File: config.mk
export PLATFORM = sky130hd
export DESIGN_NAME = frame_store_top
export DESIGN_NICKNAME = d
export VERILOG_FILES = /design/src/hdl/frame_pkg.sv /design/src/hdl/frame_readout.sv /design/src/hdl/screen_clear.sv /design/src/hdl/zbt_arbiter.sv /design/src/hdl/frame_store_top.sv
export SDC_FILE = /design/constraint.sdc
export NUM_CORES = 1
export LEC_CHECK = 0
export BUFFER_PORTS_ARGS = -buffer_cell sky130_fd_sc_hd__buf_2
export CORE_MARGIN = 1.5
export CORE_UTILIZATION = 25
export CTS_CLUSTER_SIZE = 28
export DETAILED_ROUTE_END_ITERATION = 6
export PLACE_DENSITY = 0.58
export SYNTH_ARGS = -nofsm -noshare
export SYNTH_HDL_FRONTEND = slang
export SYNTH_SLANG_ARGS = --single-unit
File: constraint.sdc
create_clock -name clk -period 2.9 [get_ports clk]
set_clock_uncertainty 0.05 [all_clocks]
set_input_delay 0.435 -clock clk [delete_from_list [all_inputs] [get_ports clk]]
set_output_delay 0.435 -clock clk [all_outputs]
set_load 0.005 [all_outputs]
File: src/hdl/frame_pkg.sv
// frame store shared definitions

package frame_pkg;

   //////////////////////////////////////////////////
   // memory and video widths
   //////////////////////////////////////////////////

   // one zbt word address, 19 bits covers the whole bank
   typedef logic [18:0] zbt_addr_t;

   // one zbt word, four pixels in the low 32 bits
   // the top nibble is parity space and carries no pixel
   typedef logic [35:0] zbt_word_t;

   // grey pixel byte
   typedef logic [7:0] pixel_t;

   // raster position from the display timing
   typedef logic [10:0] hcount_t;
   typedef logic [9:0]  vcount_t;

   // virtual camera offset
   typedef logic [5:0] cam_offset_t;

   //////////////////////////////////////////////////
   // timing constants
   //////////////////////////////////////////////////

   // pixels packed into one memory word
   localparam int PIXELS_PER_WORD = 4;

   // hcount[1:0] value of the bank 0 write slot
   localparam logic [1:0] WRITE_PHASE = 2'd2;

   // cycles from an address on a bank to its data on the read port
   localparam int READ_LATENCY = 2;

   // idle cycles after each send strobe
   localparam int BYTE_GAP = 16;

   // 1024 x 768 pixels, four per word
   localparam int FRAME_WORDS_DEFAULT = 196608;

   // counter widths derived from the constants above
   localparam int LAT_CNT_W  = $clog2(READ_LATENCY + 1);
   localparam int GAP_CNT_W  = $clog2(BYTE_GAP + 1);
   localparam int BYTE_IDX_W = $clog2(PIXELS_PER_WORD);

   // latency counter inside RD_WAIT
   typedef logic [LAT_CNT_W-1:0] lat_cnt_t;

   // idle cycle counter between strobes
   typedef logic [GAP_CNT_W-1:0] gap_cnt_t;

   // position of the current byte within a word
   typedef logic [BYTE_IDX_W-1:0] byte_idx_t;

   //////////////////////////////////////////////////
   // bank request and readout states
   //////////////////////////////////////////////////

   // one request to a zbt bank, 56 bits
   // we low means a read of addr
   typedef struct packed {
      zbt_addr_t addr;
      logic      we;
      zbt_word_t wdata;
   } mem_req_t;

   // frame readout FSM
   // idle  -> waiting for save, or resting after the frame
   // issue -> one read address on bank 0
   // wait  -> memory latency, word captured at the end
   // send  -> four bytes, each followed by the gap
   typedef enum logic [1:0] {
      RD_IDLE,
      RD_ISSUE,
      RD_WAIT,
      RD_SEND
   } readout_state_t;

endpackage

File: src/hdl/frame_readout.sv
// frame lock and byte readout

`timescale 1ns/100ps

module frame_readout #(
   parameter int FRAME_WORDS = frame_pkg::FRAME_WORDS_DEFAULT
) (
   input  logic                clk,
   input  logic                reset,
   input  logic                save,
   input  frame_pkg::zbt_word_t rdata,
   output logic                locked,
   output frame_pkg::mem_req_t  rd_req,
   output frame_pkg::pixel_t    tx_byte,
   output logic                tx_send
);

   //////////////////////////////////////////////////
   // state
   //////////////////////////////////////////////////

   frame_pkg::readout_state_t state;
   frame_pkg::zbt_addr_t      word_addr;
   frame_pkg::lat_cnt_t       lat_cnt;
   frame_pkg::gap_cnt_t       gap_cnt;
   frame_pkg::byte_idx_t      byte_idx;
   frame_pkg::zbt_word_t      word_q;

   logic lat_done;
   logic gap_done;
   logic last_byte;
   logic last_word;
   logic capture;
   logic next_byte;

   // byte order on the serial side is 7:0, 31:24, 23:16, 15:8
   function automatic frame_pkg::pixel_t byte_sel(input frame_pkg::zbt_word_t word,
                                                  input frame_pkg::byte_idx_t idx);
      frame_pkg::pixel_t px;
      case (idx)
         2'd0:    px = word[7:0];
         2'd1:    px = word[31:24];
         2'd2:    px = word[23:16];
         default: px = word[15:8];
      endcase
      return px;
   endfunction

   // end of each counted phase
   assign lat_done  = lat_cnt == frame_pkg::lat_cnt_t'(frame_pkg::READ_LATENCY - 1);
   assign gap_done  = gap_cnt == frame_pkg::gap_cnt_t'(frame_pkg::BYTE_GAP);
   assign last_byte = byte_idx == frame_pkg::byte_idx_t'(frame_pkg::PIXELS_PER_WORD - 1);
   assign last_word = word_addr == frame_pkg::zbt_addr_t'(FRAME_WORDS - 1);

   // data path strobes
   assign capture   = (state == frame_pkg::RD_WAIT) && lat_done;
   assign next_byte = (state == frame_pkg::RD_SEND) && gap_done && !last_byte;

   //////////////////////////////////////////////////
   // readout FSM
   //////////////////////////////////////////////////

   always_ff @(posedge clk) begin
      if (reset) begin
         locked    <= 1'b0;
         state     <= frame_pkg::RD_IDLE;
         word_addr <= '0;
         lat_cnt   <= '0;
         gap_cnt   <= '0;
         byte_idx  <= '0;
         tx_send   <= 1'b0;
      end else begin
         // strobe is one cycle wide
         tx_send <= 1'b0;
         case (state)
            frame_pkg::RD_IDLE: begin
               // lock only once, a save while locked does nothing
               if (save && !locked) begin
                  locked    <= 1'b1;
                  word_addr <= '0;
                  state     <= frame_pkg::RD_ISSUE;
               end
            end
            frame_pkg::RD_ISSUE: begin
               lat_cnt <= '0;
               state   <= frame_pkg::RD_WAIT;
            end
            frame_pkg::RD_WAIT: begin
               if (lat_done) begin
                  // first byte goes out together with the capture
                  byte_idx <= '0;
                  gap_cnt  <= '0;
                  tx_send  <= 1'b1;
                  state    <= frame_pkg::RD_SEND;
               end else begin
                  lat_cnt <= lat_cnt + 1'b1;
               end
            end
            frame_pkg::RD_SEND: begin
               if (!gap_done) begin
                  gap_cnt <= gap_cnt + 1'b1;
               end else if (!last_byte) begin
                  byte_idx <= byte_idx + 1'b1;
                  gap_cnt  <= '0;
                  tx_send  <= 1'b1;
               end else if (last_word) begin
                  // whole frame sent, stay locked and quiet
                  state <= frame_pkg::RD_IDLE;
               end else begin
                  word_addr <= word_addr + 1'b1;
                  state     <= frame_pkg::RD_ISSUE;
               end
            end
            default: state <= frame_pkg::RD_IDLE;
         endcase
      end
   end

   //////////////////////////////////////////////////
   // word capture and byte select
   //////////////////////////////////////////////////

   always_ff @(posedge clk) begin
      if (capture) begin
         word_q  <= rdata;
         tx_byte <= byte_sel(rdata, '0);
      end else if (next_byte) begin
         tx_byte <= byte_sel(word_q, byte_idx + 1'b1);
      end
   end

   // read only request, used by the arbiter while locked
   assign rd_req.addr  = word_addr;
   assign rd_req.we    = 1'b0;
   assign rd_req.wdata = '0;

endmodule

File: src/hdl/screen_clear.sv
// bank 1 screen clear

`timescale 1ns/100ps

module screen_clear #(
   parameter int CLEAR_WORDS = frame_pkg::FRAME_WORDS_DEFAULT
) (
   input  logic                  clk,
   input  logic                  reset,
   input  frame_pkg::cam_offset_t cam_offset,
   input  logic                  blank,
   output logic                  clear_busy,
   output frame_pkg::mem_req_t    clr_req
);

   //////////////////////////////////////////////////
   // offset change detect
   //////////////////////////////////////////////////

   frame_pkg::cam_offset_t prev_offset;
   frame_pkg::zbt_addr_t   clr_addr;

   logic offset_changed;
   logic clr_write;
   logic clr_last;

   // any difference restarts the sweep
   assign offset_changed = cam_offset != prev_offset;

   // zero words go in only during blanking
   assign clr_write = clear_busy && blank;
   assign clr_last  = clr_addr == frame_pkg::zbt_addr_t'(CLEAR_WORDS - 1);

   //////////////////////////////////////////////////
   // sweep counter
   //////////////////////////////////////////////////

   always_ff @(posedge clk) begin
      if (reset) begin
         prev_offset <= '0;
         clear_busy  <= 1'b0;
         clr_addr    <= '0;
      end else begin
         prev_offset <= cam_offset;
         if (offset_changed) begin
            // a change mid sweep starts over from word 0
            clear_busy <= 1'b1;
            clr_addr   <= '0;
         end else if (clr_write) begin
            // done after the write to the last word
            if (clr_last) begin
               clear_busy <= 1'b0;
            end
            clr_addr <= clr_addr + 1'b1;
         end
      end
   end

   // request toward bank 1
   assign clr_req.addr  = clr_addr;
   assign clr_req.we    = clr_write;
   assign clr_req.wdata = '0;

endmodule

File: src/hdl/zbt_arbiter.sv
// zbt bank request arbiter

`timescale 1ns/100ps

module zbt_arbiter (
   input  frame_pkg::hcount_t  hcount,
   input  frame_pkg::vcount_t  vcount,
   input  logic               locked,
   input  frame_pkg::mem_req_t rd_req,
   input  frame_pkg::mem_req_t cam_req,
   input  logic               clear_busy,
   input  frame_pkg::mem_req_t clr_req,
   output frame_pkg::mem_req_t bank0_req,
   output frame_pkg::mem_req_t bank1_req,
   output logic               cam_taken
);

   //////////////////////////////////////////////////
   // display read address
   //////////////////////////////////////////////////

   frame_pkg::mem_req_t disp_req;
   logic                write_slot;

   // one word per four pixels, line number above the word index
   assign disp_req.addr  = {1'b0, vcount, hcount[9:2]};
   assign disp_req.we    = 1'b0;
   assign disp_req.wdata = '0;

   // one phase out of four is free for a write
   assign write_slot = hcount[1:0] == frame_pkg::WRITE_PHASE;

   // camera write accepted only in its slot and only while unlocked
   assign cam_taken = cam_req.we && !locked && write_slot;

   //////////////////////////////////////////////////
   // bank 0
   //////////////////////////////////////////////////

   always_comb begin
      if (locked) begin
         // frame frozen, readout owns the bank and writes are off
         bank0_req    = rd_req;
         bank0_req.we = 1'b0;
      end else if (cam_taken) begin
         bank0_req = cam_req;
      end else begin
         bank0_req = disp_req;
      end
   end

   //////////////////////////////////////////////////
   // bank 1
   //////////////////////////////////////////////////

   always_comb begin
      // a running clear holds the bank even outside blanking
      if (clear_busy) begin
         bank1_req = clr_req;
      end else begin
         bank1_req = disp_req;
      end
   end

endmodule

File: src/hdl/frame_store_top.sv
// frame store core

`timescale 1ns/100ps

module frame_store_top #(
   parameter int FRAME_WORDS = frame_pkg::FRAME_WORDS_DEFAULT,
   parameter int CLEAR_WORDS = frame_pkg::FRAME_WORDS_DEFAULT
) (
   input  logic                  clk,
   input  logic                  reset,
   input  logic                  save,
   input  frame_pkg::hcount_t     hcount,
   input  frame_pkg::vcount_t     vcount,
   input  logic                  blank,
   input  frame_pkg::cam_offset_t cam_offset,
   input  frame_pkg::mem_req_t    cam_req,
   input  frame_pkg::zbt_word_t   bank0_rdata,
   // display path reads bank 1 outside this core
   input  frame_pkg::zbt_word_t   bank1_rdata,
   output frame_pkg::mem_req_t    bank0_req,
   output frame_pkg::mem_req_t    bank1_req,
   output logic                  cam_taken,
   output logic                  locked,
   output logic                  clear_busy,
   output frame_pkg::pixel_t      tx_byte,
   output logic                  tx_send
);

   //////////////////////////////////////////////////
   // internal requests
   //////////////////////////////////////////////////

   frame_pkg::mem_req_t rd_req;
   frame_pkg::mem_req_t clr_req;

   // frame lock and byte stream from bank 0
   frame_readout #(
      .FRAME_WORDS(FRAME_WORDS)
   ) readout_i (
      .clk    (clk),
      .reset  (reset),
      .save   (save),
      .rdata  (bank0_rdata),
      .locked (locked),
      .rd_req (rd_req),
      .tx_byte(tx_byte),
      .tx_send(tx_send)
   );

   // zero sweep of bank 1 on camera moves
   screen_clear #(
      .CLEAR_WORDS(CLEAR_WORDS)
   ) clear_i (
      .clk       (clk),
      .reset     (reset),
      .cam_offset(cam_offset),
      .blank     (blank),
      .clear_busy(clear_busy),
      .clr_req   (clr_req)
   );

   // per cycle bank ownership
   zbt_arbiter arbiter_i (
      .hcount    (hcount),
      .vcount    (vcount),
      .locked    (locked),
      .rd_req    (rd_req),
      .cam_req   (cam_req),
      .clear_busy(clear_busy),
      .clr_req   (clr_req),
      .bank0_req (bank0_req),
      .bank1_req (bank1_req),
      .cam_taken (cam_taken)
   );

endmodule

Word level (Yosys, flattened, before mapping) --
Cells that the tools add are included.
Storage, ports and cells: output and inout bits 124, input bits 159, register bits 98
Cells by class: equality and inequality tests 20, add/sub/neg operators 5, reduce and logical (&&, ||, !) cells 25, muxes and demuxes 34
Operator list (number):
- $mux W56 | 3
- $mux W19 | 4
- $add A19 B1 Y19 const B | 2
- $eq A19 B18 Y1 const B | 2
- $pmux W19 S2 | 1
- $pmux W8 S3 | 1
- $mux W2 | 8
- $mux W8 | 2
- $mux W5 | 3
- $reduce_bool A2 Y1 | 6
- $eq A2 B2 Y1 const B | 5
- $pmux W5 S2 | 1
- $ne A2 B1 Y1 const B | 4
- $pmux W2 S2 | 2
- $pmux W2 S4 | 1
- $reduce_and A4 Y1 | 2
- $logic_and A1 B1 Y1 | 7
- $mux W1 | 7
- $eq A2 B1 Y1 const B | 3
- $ne A2 B2 Y1 const B | 3
- $ne A6 B6 Y1 | 1
- $reduce_and A2 Y1 | 3
- $add A5 B1 Y5 const B | 1
- $eq A5 B5 Y1 const B | 1
- 8 further kinds | 11

Longest topological paths before layout --
word-level depth 5, mapped depth 9

By module --
Synthesis repeated with hierarchy kept, for this count alone.
Second synthesis, totals: cells, all modules 656, area total of the unflattened synthesis 6248.5 µm²
By module, submodules not included:
- frame_readout | cells an instance 337, instances 1, area an instance 3624.7 µm²
- screen_clear | cells an instance 168, instances 1, area an instance 1438.9 µm²
- zbt_arbiter | cells an instance 151, instances 1, area an instance 1184.9 µm²

Worst setup path after synthesis --
Ideal clock, no wire load.
path type reg-to-reg, start register readout_i.state[0], end register readout_i.tx_byte[7] (data pin), period minus slack after synthesis 2635 ps, path slack 265 ps, setup time 316 ps, arrival 2270 ps, stages on the path, launching flop included 7, path through dfxtp_1 -> inv_1 -> ha_1 -> and2_1 -> clkbuf_1 -> clkbuf_1 -> o21ai_0
On the way: longest elaborated chain between the ends 3
RTL lines:
- start: declaration | line frame_readout.sv:22 | frame_pkg::readout_state_t state;
- start signal: assignment | line frame_readout.sv:66 | state <= frame_pkg::RD_IDLE;
- start signal: assignment | line frame_readout.sv:81 | state <= frame_pkg::RD_ISSUE;
- start signal: assignment | line frame_readout.sv:86 | state <= frame_pkg::RD_WAIT;
- $eq A2 B2 Y1 | line frame_readout.sv:56 | assign capture = (state == frame_pkg::RD_WAIT) && lat_done;
- $logic_and A1 B1 Y1 | line frame_readout.sv:56
- named net readout_i.capture | line frame_readout.sv:33 | logic capture;
- $mux W8 | line frame_readout.sv:124 | if (capture) begin
- end signal: assignment | line frame_readout.sv:126 | tx_byte <= byte_sel(rdata, '0);
- end signal: assignment | line frame_readout.sv:128 | tx_byte <= byte_sel(word_q, byte_idx + 1'b1);
- end: declaration | line frame_readout.sv:14 | output frame_pkg::pixel_t tx_byte,
The timed path passes the listed nets, and every way through them passes these cells. A chain may end at the register's enable or synchronous reset.

==> impl_results.md <==
- DP Wirelength: 10.4 mm
- Post-synthesis xor/xnor area fraction: 0.0452
- CTS resizes: 0
- Post-CTS Setup Bufs: 0
- Tightest Pin Transition: roughly 0.76 ns
- Synth-to-Final Area Change: 27.1%
- Final Hold Viols: 0
- Largest net degree at the start of global routing: 57
- Synthesized cell area: approximately 5400 um^2
- Setup violators final: 0
- Crit path depth: 5
- Clk buf depth: 2
- GPL Wtd Cong: 0.759
- Status: complete, no violations
- Yosys warnings: 0
- CP endpoint kind: output port
- Placed cells: 1029
- Die width: 150 um
- PwrDens: a little over 500 nW/um^2
- H-tree levels: 3
- Prevailing post-synth register cell: dfxtp_1
- RSZ-0062 raised after global routing: no
- Vias post-DR: 4677
- DRC violation count after routing: 0
- Crit path DAT: 1.93 ns
- Number of port buffers: approximately 210
- Cells on Worst Hold Path: 1
- CP Max Fanout: 56
- CP required: roughly 2.4 ns
- Largest family of logic cells by synthesized area: simple AND/OR/NAND/NOR gates
- Post-DRT Antenna Nets: 0
- Mapped Cells: roughly 570
- Initial Utilization: 0.257
- Cell row count: 53
- Initial antenna violation count: 0
- Slew Limit Fails: 0
- Post-Synth Adder-Cell Area: 0.0300
- Post-route insts no fill: 1047
- Worst skew pair latency: around 0.36 ns
- Top delay family on crit path: buffers and inverters
- Core area: 21200 um^2
- Vias in the first global route: 4216
- CTS sink cnt: a little under 100
- DP Worst Slack: 0.322 ns
- Die Ht: about 150 um
- Ports: ~280
- Post-DR vias/cell: 4.47
- CP max stage cell: buf_4
- Mux contribution to synthesized area: 0.0438
- Num CTS Buffers: 9
- Synth Area per Inst: around 9.5 um^2
- GRT Overall Usage: 0.121
- Worst setup SP type: register
- Setup TNS Final: 0 ns
- Nets: 938
- Worst path cell trace: nor4bb_4 -> buf_4 -> a22oi_1 -> nand2_1 -> buf_2
- First-pass GRT wire length: about 22 mm
- Simple-Gate Fraction of Synth Area: 0.225
- Bufs and invs on worst path: 2
- # hold bufs at CTS: 0
- MaxCap Viol Count: 0
- Compound-cell area share of the yosys netlist: 0.136
- Total die area: 22600 um^2
- Share of layout cells above drive strength 1: 0.337
- WL/cell: 13.5 um
- Design Area, Final: 6900 um^2
- Async S/R FF share, synth: 0
- Critical path class: register to output port
- First-pass DRT Iterations: 4
- Max-slew headroom: 0.492
- Clk pin slew, worst setup/hold paths: 0.07 ns
- Hold Path Class: input port to register
- Final min period: between 2 and 2.5 ns
- Final period util: 0.831
- Global route overflow: 0
- Slack of the worst reg-to-reg path: 0.52 ns
- Final WL: between 10 and 15 mm
- Number of synthesized register bits: between 90 and 100
- TritonCTS clock tree: done
- Fmax: 415 MHz
- Worst vdd ir: 284 uV
- Root buffer cell: clkbuf_16
- WHS: 0.211 ns
- Placed instance area: 6600 um^2
- EDFF count, synth: 40
- Crit path largest cell delay: around 0.47 ns
- Seq/Total Area, Yosys: 0.435
- Initial drt markers: 271
- Leakage: approximately 3.0 nW
- Depth of the worst register-to-register path: 7
- Yosys cell types: 63
- Setup ws final: 0.490 ns
## cells in the mapped netlist (all sizes together) (5+ instances only)
| cell type | n | share of area |
|---|---|---|
| xnor2 | 11 | 0.018 |
| a22oi | 20 | 0.028 |
| and2 | 40 | 0.046 |
| nor2b | 8 | 0.0092 |
| a211oi | 8 | 0.011 |
| edfxtp | 40 | 0.22 |
| xor2 | 17 | 0.027 |
| o21ai | 9 | 0.0083 |
| nor2 | 50 | 0.035 |
| nand2b | 7 | 0.0081 |
| mux2 | 19 | 0.040 |
| a21oi | 13 | 0.013 |
| and3 | 8 | 0.0092 |
| clkbuf | 21 | 0.015 |
| nand4 | 11 | 0.014 |
| inv | 12 | 0.0083 |
| buf | 46 | 0.061 |
| ha | 13 | 0.030 |
| nor3 | 6 | 0.0055 |
| nand3 | 14 | 0.013 |
| nand2 | 67 | 0.046 |
| a311oi | 5 | 0.0081 |
| a222oi | 8 | 0.015 |
| dfxtp | 58 | 0.21 |
| a21o | 11 | 0.015 |
## state kept, by name, indices dropped and copies added, names as in the netlist
register,cells
readout_i.state,2
readout_i.word_q,32
readout_i.lat_cnt,2
clear_i.clear_busy,1
readout_i.byte_idx,2
clear_i.clr_addr,19
readout_i.tx_byte,8
readout_i.gap_cnt,5
clear_i.prev_offset,6
readout_i.tx_send,1
readout_i.word_addr,19
readout_i.locked,1
## cells in the final DEF, fill, tap and decap left out, types with 8 or more instances in the layout
cell type / netlist / routed
nor2b_1: 8 / 8
and3_1: 8 / 8
o21ai_0: 8 / 8
buf_2: 3 / 205
ha_1: 13 / 13
a21oi_1: 11 / 11
a222oi_1: 8 / 8
mux2_2: 18 / 18
xor2_1: 17 / 17
and2_1: 40 / 39
nand3_1: 14 / 14
a21o_1: 11 / 11
dfxtp_1: 58 / 58
nor2_1: 50 / 50
xnor2_1: 11 / 11
conb_1: 1 / 36
a22oi_1: 20 / 20
inv_1: 12 / 12
a211oi_1: 8 / 8
clkbuf_16: 0 / 9
nand4_1: 10 / 10
nand2_1: 67 / 67
edfxtp_1: 40 / 40
## logic make-up after synthesis
logic type / count (synthesis)
flops: 98
simple gates: 235
buf+inv: 80
fa+ha+maj: 13
xor+xnor: 28
compound gates: 98
mux: 21
other cells: 1
## metrics by stage
stage | util | total power, mW
6_report | 0.326 | 3.47
3_3_place_gp | 0.312 | 2.33
5_1_grt | 0.326 | 3.68
4_1_cts | 0.326 | 3.52
3_5_place_dp | 0.312 | 2.34
2_1_floorplan | - | 2.09
## power by group
| group | leakage (nW) | internal, mW | switching [mW] |
|---|---|---|---|
| clock | 0.143 | 0.601 | 0.567 |
| combinational | 2.04 | 0.331 | 0.477 |
| sequential | 0.829 | 1.47 | 0.0282 |
| total | 3.01 | 2.40 | 1.07 |
## worst paths after layout
path / end / from
setup reg to reg: readout_i.word_addr[12] / readout_i.word_addr[1]
hold / removal: readout_i.word_q[17] / bank0_rdata[17]
setup / recovery: bank0_req[40] / readout_i.locked
hold reg to reg: readout_i.lat_cnt[1] / readout_i.lat_cnt[1]
## layout make-up
class	count	area [um^2]
well taps	275	344
diodes	1	2.50
inverters	13	48.8
clock buffers	9	225
flip-flops and latches	98	2360
clock inverters	7	60.1
multi-input cells	431	2760
fillers	2241	14300
repair buffers	213	1100
## worst register-to-register path: cells and delay by family (launching register included)
family | cells | cell delay, ns
AOI/OAI and AO/OA | 3 | 0.52
adders and majority gates | 1 | 0.27
DFF | 1 | 0.46
and+or+nand+nor | 3 | 0.96
## per-layer routing
| layer | global-route usage | part of all wire | vias up |
|---|---|---|---|
| met5 | 0 | 0 | - |
| met4 | 0.0299 | 0.0099 | 0 |
| met1 | 0.166 | 0.47 | 2125 |
| li1 | - | - | 2358 |
| met2 | 0.190 | 0.45 | 183 |
| met3 | 0.0309 | 0.074 | 11 |
(Power assumes the default switching activity.)
